[config.mk]
export PLATFORM = sky130hd
export DESIGN_NAME = clockOverlay
export DESIGN_NICKNAME = d
export VERILOG_FILES = /design/src/logic/overlayPkg.sv /design/src/logic/clockOverlay.sv /design/src/logic/romAddressMerge.sv /design/src/logic/glyphWindow.sv /design/src/logic/digitBankLoader.sv
export VERILOG_INCLUDE_DIRS = /design/src /design/src/logic
export SDC_FILE = /design/constraint.sdc
export NUM_CORES = 2
export LEC_CHECK = 0
export BUFFER_PORTS_ARGS = -buffer_cell sky130_fd_sc_hd__buf_2
export CORE_MARGIN = 2
export CORE_UTILIZATION = 50
export CTS_CLUSTER_SIZE = 40
export DETAILED_ROUTE_END_ITERATION = 16
export GPL_TIMING_DRIVEN = 0
export PLACE_DENSITY = 0.65
export SLEW_MARGIN = 10
export SYNTH_ARGS = -nofsm -noshare
export SYNTH_HDL_FRONTEND = slang
export SYNTH_SLANG_ARGS = --single-unit
[constraint.sdc]
create_clock -name CLK -period 6 [get_ports CLK]
set_clock_uncertainty 0.2 [all_clocks]
set_input_delay 0.3 -clock CLK [delete_from_list [all_inputs] [get_ports CLK]]
set_output_delay 0.3 -clock CLK [all_outputs]
set_load 0.01 [all_outputs]
[src/logic/clockOverlay_settings.svh]
`ifndef CLOCK_OVERLAY_SETTINGS_SVH
`define CLOCK_OVERLAY_SETTINGS_SVH

////////////////////
// Screen geometry
////////////////////

// Row stride of the background image
`define SCREEN_WIDTH 640

////////////////////
// Glyph sizes
////////////////////

// Digit field, also the row stride inside the digit strip
`define DIGIT_WIDTH 40
`define DIGIT_HEIGHT 60

// Status indicator field
`define INDICATOR_WIDTH 100
`define INDICATOR_HEIGHT 18

// Rows between the off and on image of an indicator
`define INDICATOR_STRIDE 20

// Cursor underline depth at the bottom of a digit
`define UNDERLINE_ROWS 5

// Number of screen fields and register memory items
`define WINDOW_COUNT 20
`define BANK_ITEMS 12

`endif
[src/logic/overlayPkg.sv]
`include "clockOverlay_settings.svh"

package overlayPkg;

	////////////////////
	// Plain vectors
	////////////////////

	typedef logic [9:0] pixelCoord;
	typedef logic [18:0] romAddr;
	typedef logic [1:0] romSelect;
	typedef logic [3:0] bcdDigit;
	typedef logic [3:0] memAddr;
	typedef logic [7:0] memData;

	// Chip select codes
	localparam romSelect selBackground = 2'b00;
	localparam romSelect selDigit = 2'b01;
	localparam romSelect selIndicator = 2'b11;

	////////////////////
	// Structs and enums
	////////////////////

	typedef struct packed {
		bcdDigit tens;
		bcdDigit ones;
	} digitPair;

	// Digit pairs in register memory order
	typedef struct packed {
		digitPair clockSec;
		digitPair clockMin;
		digitPair clockHour;
		digitPair day;
		digitPair month;
		digitPair year;
		digitPair watchSec;
		digitPair watchMin;
		digitPair watchHour;
		logic ringFlag;
		logic activeFlag;
		memData cursor;
	} displayBank;

	typedef enum logic [1:0] {
		digitTens,
		digitOnes,
		indicatorRing,
		indicatorActive
	} windowKind;

	typedef struct packed {
		logic hit;
		romSelect select;
		romAddr addr;
	} windowHit;

	// Item is the bank digit pair, unused for indicators
	typedef struct packed {
		pixelCoord left;
		pixelCoord top;
		windowKind kind;
		logic [3:0] item;
		logic [3:0] cursorCode;
	} layoutEntry;

	typedef enum logic [1:0] {
		idle,
		fetch,
		last
	} loaderState;

	////////////////////
	// Screen layout
	////////////////////

	localparam pixelCoord dateRowY = 10'd130;
	localparam pixelCoord timeRowY = 10'd288;
	localparam pixelCoord indicatorRowY = 10'd370;

	// Lower slot wins where fields overlap
	localparam layoutEntry overlayLayout [`WINDOW_COUNT] = '{
		'{10'd132, dateRowY, digitTens, 4'd3, 4'd4},
		'{10'd174, dateRowY, digitOnes, 4'd3, 4'd4},
		'{10'd232, dateRowY, digitTens, 4'd4, 4'd5},
		'{10'd274, dateRowY, digitOnes, 4'd4, 4'd5},
		'{10'd416, dateRowY, digitTens, 4'd5, 4'd6},
		'{10'd458, dateRowY, digitOnes, 4'd5, 4'd6},
		'{10'd38, timeRowY, digitTens, 4'd2, 4'd3},
		'{10'd80, timeRowY, digitOnes, 4'd2, 4'd3},
		'{10'd128, timeRowY, digitTens, 4'd1, 4'd2},
		'{10'd170, timeRowY, digitOnes, 4'd1, 4'd2},
		'{10'd218, timeRowY, digitTens, 4'd0, 4'd1},
		'{10'd260, timeRowY, digitOnes, 4'd0, 4'd1},
		'{10'd339, timeRowY, digitTens, 4'd8, 4'd9},
		'{10'd381, timeRowY, digitOnes, 4'd8, 4'd9},
		'{10'd429, timeRowY, digitTens, 4'd7, 4'd8},
		'{10'd471, timeRowY, digitOnes, 4'd7, 4'd8},
		'{10'd519, timeRowY, digitTens, 4'd6, 4'd7},
		'{10'd561, timeRowY, digitOnes, 4'd6, 4'd7},
		'{10'd338, indicatorRowY, indicatorActive, 4'd0, 4'd0},
		'{10'd500, indicatorRowY, indicatorRing, 4'd0, 4'd0}
	};

endpackage

[src/logic/clockOverlay.sv]
`timescale 1ns/100ps

`include "clockOverlay_settings.svh"

module clockOverlay
	import overlayPkg::*;
(
	input logic CLK,
	input logic RESET,
	input pixelCoord PosX,
	input pixelCoord PosY,
	input memData MemData,
	output memAddr MemAddr,
	output romAddr RomAddr,
	output romSelect RomCs
);

	displayBank bank;
	windowHit hits [`WINDOW_COUNT];

	// Refreshes the bank in a burst after every frame start
	digitBankLoader i_digitBankLoader (
		.CLK(CLK),
		.RESET(RESET),
		.PosX(PosX),
		.PosY(PosY),
		.MemData(MemData),
		.MemAddr(MemAddr),
		.Bank(bank)
	);

	////////////////////
	// Screen fields
	////////////////////

	for (genvar slot = 0; slot < `WINDOW_COUNT; slot++)
	begin : windowSlot
		glyphWindow #(
			.SLOT(slot)
		) i_glyphWindow (
			.CLK(CLK),
			.RESET(RESET),
			.PosX(PosX),
			.PosY(PosY),
			.Bank(bank),
			.Hit(hits[slot])
		);
	end

	// Result of a position appears two cycles later
	romAddressMerge i_romAddressMerge (
		.CLK(CLK),
		.RESET(RESET),
		.PosX(PosX),
		.PosY(PosY),
		.Hits(hits),
		.RomAddr(RomAddr),
		.RomCs(RomCs)
	);

endmodule

[src/logic/romAddressMerge.sv]
`timescale 1ns/100ps

`include "clockOverlay_settings.svh"

module romAddressMerge
	import overlayPkg::*;
(
	input logic CLK,
	input logic RESET,
	input pixelCoord PosX,
	input pixelCoord PosY,
	input windowHit Hits [`WINDOW_COUNT],
	output romAddr RomAddr,
	output romSelect RomCs
);

	pixelCoord delayX;
	pixelCoord delayY;
	romAddr backgroundAddr;
	romSelect chosenSel;
	romAddr chosenAddr;

	// Line up the position with the registered window results
	always_ff @(posedge CLK)
	begin
		delayX <= PosX;
		delayY <= PosY;
	end

	assign backgroundAddr = romAddr'(delayX) + romAddr'(`SCREEN_WIDTH) * romAddr'(delayY);

	////////////////////
	// Priority pick
	////////////////////

	// Walk from the top so the lowest slot is applied last
	always_comb
	begin
		chosenSel = selBackground;
		chosenAddr = backgroundAddr;
		for (int i = `WINDOW_COUNT - 1; i >= 0; i--)
		begin
			if (Hits[i].hit)
			begin
				chosenSel = Hits[i].select;
				chosenAddr = Hits[i].addr;
			end
		end
	end

	always_ff @(posedge CLK)
	begin
		if (RESET)
		begin
			RomCs <= selBackground;
			RomAddr <= '0;
		end
		else
		begin
			RomCs <= chosenSel;
			RomAddr <= chosenAddr;
		end
	end

endmodule

[src/logic/glyphWindow.sv]
`timescale 1ns/100ps

`include "clockOverlay_settings.svh"

module glyphWindow
	import overlayPkg::*;
#(
	parameter int SLOT = 0
)
(
	input logic CLK,
	input logic RESET,
	input pixelCoord PosX,
	input pixelCoord PosY,
	input displayBank Bank,
	output windowHit Hit
);

	localparam layoutEntry entry = overlayLayout[SLOT];
	localparam bit isDigit = (entry.kind == digitTens) || (entry.kind == digitOnes);

	// Field geometry, edges inclusive
	localparam int fieldWidth = isDigit ? `DIGIT_WIDTH : `INDICATOR_WIDTH;
	localparam int fieldHeight = isDigit ? `DIGIT_HEIGHT : `INDICATOR_HEIGHT;
	localparam int rowStride = isDigit ? `DIGIT_HEIGHT : `INDICATOR_STRIDE;
	localparam romSelect glyphSelect = isDigit ? selDigit : selIndicator;
	localparam pixelCoord rightX = pixelCoord'(entry.left + fieldWidth);
	localparam pixelCoord bottomY = pixelCoord'(entry.top + fieldHeight);
	localparam pixelCoord underlineY = pixelCoord'(entry.top + fieldHeight - `UNDERLINE_ROWS);

	digitPair shownPair;
	bcdDigit glyphIndex;
	logic inRect;
	logic underCursor;
	pixelCoord relX;
	pixelCoord relY;
	romAddr glyphRow;
	romAddr glyphAddr;

	// Item is constant per slot, so this folds to plain wiring
	always_comb
	begin
		case (entry.item)
			4'd0: shownPair = Bank.clockSec;
			4'd1: shownPair = Bank.clockMin;
			4'd2: shownPair = Bank.clockHour;
			4'd3: shownPair = Bank.day;
			4'd4: shownPair = Bank.month;
			4'd5: shownPair = Bank.year;
			4'd6: shownPair = Bank.watchSec;
			4'd7: shownPair = Bank.watchMin;
			default: shownPair = Bank.watchHour;
		endcase
	end

	// Digit value, or the on/off image of an indicator
	always_comb
	begin
		case (entry.kind)
			digitTens: glyphIndex = shownPair.tens;
			digitOnes: glyphIndex = shownPair.ones;
			indicatorRing: glyphIndex = bcdDigit'(Bank.ringFlag);
			default: glyphIndex = bcdDigit'(Bank.activeFlag);
		endcase
	end

	assign inRect = (PosX >= entry.left) && (PosX <= rightX)
		&& (PosY >= entry.top) && (PosY <= bottomY);

	// Blank the bottom rows of the field being edited
	assign underCursor = isDigit && (Bank.cursor == memData'(entry.cursorCode))
		&& (PosY >= underlineY);

	assign relX = PosX - entry.left;
	assign relY = PosY - entry.top;
	assign glyphRow = romAddr'(relY) + romAddr'(glyphIndex) * romAddr'(rowStride);
	assign glyphAddr = romAddr'(relX) + romAddr'(fieldWidth) * glyphRow;

	always_ff @(posedge CLK)
	begin
		Hit.select <= glyphSelect;
		Hit.addr <= glyphAddr;
		if (RESET)
			Hit.hit <= 1'b0;
		else
			Hit.hit <= inRect && !underCursor;
	end

endmodule

[src/logic/digitBankLoader.sv]
`timescale 1ns/100ps

`include "clockOverlay_settings.svh"

module digitBankLoader
	import overlayPkg::*;
(
	input logic CLK,
	input logic RESET,
	input pixelCoord PosX,
	input pixelCoord PosY,
	input memData MemData,
	output memAddr MemAddr,
	output displayBank Bank
);

	loaderState state;
	memAddr prevAddr;
	logic frameStart;
	logic [6:0] rawValue;
	logic [6:0] satValue;
	bcdDigit tensValue;
	digitPair convPair;

	assign frameStart = (PosX == '0) && (PosY == '0);

	////////////////////
	// Saturate and split
	////////////////////

	// Only two digits fit on screen
	assign rawValue = MemData[6:0];
	assign satValue = (rawValue > 7'd99) ? 7'd99 : rawValue;

	// Tens by threshold compare, ones by subtraction
	always_comb
	begin
		tensValue = '0;
		for (int t = 1; t <= 9; t++)
		begin
			if (satValue >= 7'(t * 10))
				tensValue = bcdDigit'(t);
		end
		convPair.tens = tensValue;
		convPair.ones = bcdDigit'(satValue - 7'(tensValue) * 7'd10);
	end

	////////////////////
	// Burst sequencer
	////////////////////

	always_ff @(posedge CLK)
	begin
		if (RESET)
		begin
			state <= idle;
			MemAddr <= '0;
			prevAddr <= '0;
		end
		else
		begin
			// Tags the word coming back next cycle
			prevAddr <= MemAddr;
			case (state)
				idle:
				begin
					if (frameStart)
					begin
						MemAddr <= memAddr'(1);
						state <= fetch;
					end
				end
				fetch:
				begin
					if (MemAddr == memAddr'(`BANK_ITEMS))
					begin
						MemAddr <= '0;
						state <= last;
					end
					else
						MemAddr <= MemAddr + 1'b1;
				end
				// Final word lands here
				default:
					state <= idle;
			endcase
		end
	end

	////////////////////
	// Display bank
	////////////////////

	// Address zero is never an item, so it doubles as no-write
	always_ff @(posedge CLK)
	begin
		if (RESET)
			Bank <= '0;
		else
		begin
			case (prevAddr)
				4'd1: Bank.clockSec <= convPair;
				4'd2: Bank.clockMin <= convPair;
				4'd3: Bank.clockHour <= convPair;
				4'd4: Bank.day <= convPair;
				4'd5: Bank.month <= convPair;
				4'd6: Bank.year <= convPair;
				4'd7: Bank.watchSec <= convPair;
				4'd8: Bank.watchMin <= convPair;
				4'd9: Bank.watchHour <= convPair;
				4'd10: Bank.ringFlag <= MemData[0];
				4'd11: Bank.activeFlag <= MemData[0];
				4'd12: Bank.cursor <= MemData;
				default: ;
			endcase
		end
	end

endmodule

==> results_dict.tcl <==
set metrics [dict create \
    status "finished, final reports clean" \
    grt_setup_unrepaired "no" \
    layout-area-overhead-vs-synth_pct 10.1 \
    crit_path_top_delay_cell "sky130_fd_sc_hd__xnor2_2" \
    route.antenna.remaining_nets 0 \
    worst_r2r_path_depth 21 \
    reg2reg_from "i_digitBankLoader.Bank[14]" \
    pwr_density_cell_nw_per_um2 269 \
    core_area_um2 95000 \
    yosys_most_used_dff "sky130_fd_sc_hd__dfxtp_1" \
    drt-pass1-iter-count 6 \
    vias 40700 \
    crit_family "buffers and inverters" \
    post-dp-hpwl_mm 125 \
    p_leak_nw 25.3 \
    drive_gt1_frac 0.0515 \
    final_cell_mix "sky130_fd_sc_hd__ha_1, sky130_fd_sc_hd__inv_1, sky130_fd_sc_hd__xnor2_1" \
    critical_path.endpoint_type "flop" \
    numCtsBuffers 56 \
    detail_route.vias_per_cell 5.78 \
    crit_buf_inv 5 \
    comb_power_share 0.436 \
    cts_sinks 460 \
    nNetsFinal 6861 \
    r2r_setup_slack_ps 230 \
    clock_tree.buffer_depth 3 \
    maxSlewHeadroom 0.107 \
    netSwitchingPower_w 0.00551 \
    layout.cells.most_common "sky130_fd_sc_hd__ha_1" \
    synth-edff-count 0 \
    cp-start-kind "primary input" \
    crit_arrival_ps 6210 \
    fmax_mhz 172 \
    grt_first_pass_wirelength_mm 235 \
    clkSlewWorstSetupHoldPaths_ps 60 \
    grt_busiest_layer "met2" \
    critical_path.reg2reg.endpoint "windowSlot[12].i_glyphWindow.Hit[16]" \
    crit_type "primary input to flop" \
    cp_data_required_time_ps 6390 \
    fp.dieW_um 314 \
    gr-usage-met2 0.493 \
    initial_core_util 0.505 \
    finalMaxSlewViolations 0 \
    min_period_ps 5810 \
    crit_cells 20 \
    placementRows 113 \
    clock_insertion_delay_worst_skew_ps 670 \
    chipHeight_um 314 \
    die-area_um2 98400 \
    yosys_warnings 0 \
    grt_antenna_before_repair 5 \
    internal_power_w 0.00867 \
    synth_area_um2 47900 \
    ys_async_sr_fraction 0 \
    drt_first_iter_violations 3306 \
    use_met1 0.428 \
    fin_util 0.556 \
    globalRouteMet3Util 0.0519 \
    max_stage_delay_ps 640 \
    vdd_drop_max_v 0.000237 \
    via_count_of_the_first_global_routing_pass 39100 \
    timing_worst_slew_pin_value_ps 1340 \
    p_clk_frac 0.262 \
    path_max_fanout 10 \
    synth_largest_type_area_fraction 0.247 \
    ioPinCount 55 \
    remaining_drc_errors 0 \
    gp_congestion 1.03 \
    max_cap_violations 0 \
    seqPwrFrac 0.302 \
    overall_power_w 0.0142 \
    io_buffers 54 \
    min-delay-path-class "primary input to flop" \
    number_of_levels_the_h_tree_was_split_into 2 \
    minimum_setup_slack_after_placement_ps -970 \
    timing.final.setup_violations 0 \
    worst_path_most_repeated_cell "sky130_fd_sc_hd__ha_1" \
    synth.avg_cell_area_um2 8.65 \
    finalCritPeriodShare 0.969 \
    finalHoldViolCount 0 \
    critical_path.cell_chain "dlygate4sd3_1 -> buf_2 -> clkbuf_1 -> clkbuf_1 -> nor3_1 -> xnor2_2 -> buf_6 -> ha_1 -> a21oi_1 -> o21ai_0 -> xor2_1 -> ha_1 -> ha_1 -> or4_1 -> o21a_1 -> o41a_1 -> xnor2_2 -> or4_4 -> a211o_1 -> nand2_1" \
    synth-seq-cells 460 \
    detail_route.wirelength_mm 157 \
    final.hold.worst_slack_ps 98.1 \
    grt-ovfl-total 0 \
    routedWlPerCell_um 22.3 \
    crit_path_end "windowSlot[12].i_glyphWindow.Hit[16]" \
    grt_start_max_net_pins 39 \
    final_critical_path_setup_slack_ps 185 \
    synth_area_leader_cell "sky130_fd_sc_hd__ha_1" \
    cts-root-buf "sky130_fd_sc_hd__clkbuf_16" \
    switching_share 0.388 \
    synth.area.top_cells "sky130_fd_sc_hd__ha_1, sky130_fd_sc_hd__dfxtp_1, sky130_fd_sc_hd__xnor2_1" \
    critical_path.startpoint "PosY[7]" \
    grt_usage 0.314 \
    cts_tree "done" \
    ys_seq_area_frac 0.192 \
    synth_cell_types 94 \
    synthesis.instances 5542 \
]
-- worst min-delay path: stages --
cell	delay, ps
sky130_fd_sc_hd__buf_6	230
sky130_fd_sc_hd__fa_1	270
sky130_fd_sc_hd__xnor2_1	80
-- logic make-up (layout without fill, tap and decap cells) --
group / count (synthesis) / after routing / synth area share
and+or+nand+nor: 1175 / 1175 / 0.119
muxes: 37 / 37 / 0.00775
other: 1 / 20 / 0.0000782
xor gates and xnor gates: 678 / 678 / 0.124
buffers and inverters: 702 / 913 / 0.0553
adders and majority gates: 1107 / 1107 / 0.314
DFF: 460 / 460 / 0.192
AOI/OAI and AO/OA: 1382 / 1382 / 0.188
-- sequential cells by signal (all words and copies together) (netlist names) --
name,count
i_romAddressMerge.RomAddr,19
i_digitBankLoader.prevAddr,4
windowSlot.i_glyphWindow.Hit,327
i_romAddressMerge.delayY,10
i_romAddressMerge.RomCs,2
i_digitBankLoader.Bank,82
i_digitBankLoader.state,2
i_digitBankLoader.MemAddr,4
i_romAddressMerge.delayX,10
-- per-stage QoR --
step / std cells / setup TNS, ps / area, µm²
floorplan: 5559 / 0 / 48000
global placement: 6878 / -348870 / 49900
detailed placement: 6892 / -12570 / 50300
CTS: 7028 / 0 / 52600
global route: 7035 / 0 / 52800
finish: 7037 / 0 / 52800
-- layer usage --
metal,share of wire,up-vias
met5,0.00013,-
li1,-,19700
met1,0.45,19400
met2,0.43,1232
met3,0.075,291
met4,0.044,4
-- power by group through the flow --
stage | sequential [W] | combinational, W | clock (W)
floorplan | 0.00413 | 0.00452 | 0
global placement | 0.00432 | 0.00589 | 0
detailed placement | 0.00432 | 0.00601 | 0
CTS | 0.00427 | 0.00610 | 0.00375
global route | 0.00433 | 0.00682 | 0.00386
finish | 0.00428 | 0.00618 | 0.00371
-- cells in the mapped netlist (all sizes together), types with 13 or more instances --
master    n
nor3     80
o31a     25
o211ai   25
o31ai    24
a31oi    59
buf      38
dfxtp   460
nor4     24
o22ai    41
and2     21
nand4    24
o41ai    13
o21bai   69
fa      161
o21a     91
mux2i    36
xor2    155
clkbuf   89
a21oi   403
nor2b    99
and3     21
a211oi   73
inv     574
nand2b   67
ha      946
or2      25
xnor2   523
o21ai   225
a22oi    17
nand2   251
a21o    152
or3      20
nor2    392
nand3    94
a221oi   38
a221o    15
-- area by class of cell --
cell class                      instances  area, µm²
Clock buffer                           70       1550
Fill cell                            8846      42200
Tap cell                             1265       1580
Buffer                                127        499
Antenna cell                            2       5.00
Multi-Input combinational cell       4397      36400
Sequential cell                       460       9220
Inverter                              575       2160
Timing Repair Buffer                  107        921
Clock inverter                         34        428
-- repair_timing --
| action | 4_1_cts | 5_1_grt |
|---|---|---|
| buffers inserted | 4 | 4 |
| hold endpoints to repair | 32 | 2 |
| pin swaps | 0 | 5 |
| setup endpoints to repair | 6 | 18 |
| gates cloned | 0 | 1 |
| gates resized for setup | 4 | 31 |
| hold buffers | 28 | 2 |
-- worst min path at each step --
stage               startpoint                                 end  slack, ps  cells after the start
CTS                    PosY[2]         i_romAddressMerge.delayY[2]         20                      1
global placement       PosY[9]         i_romAddressMerge.delayY[9]        250                      1
detailed placement     PosY[9]         i_romAddressMerge.delayY[9]        250                      1
floorplan              PosX[0]         i_romAddressMerge.delayX[0]        130                      0
global route           PosY[1]  windowSlot[5].i_glyphWindow.Hit[5]        100                      3
finish                 PosY[1]  windowSlot[5].i_glyphWindow.Hit[5]        100                      3
Note: power is estimated with default switching activity, not from simulation.
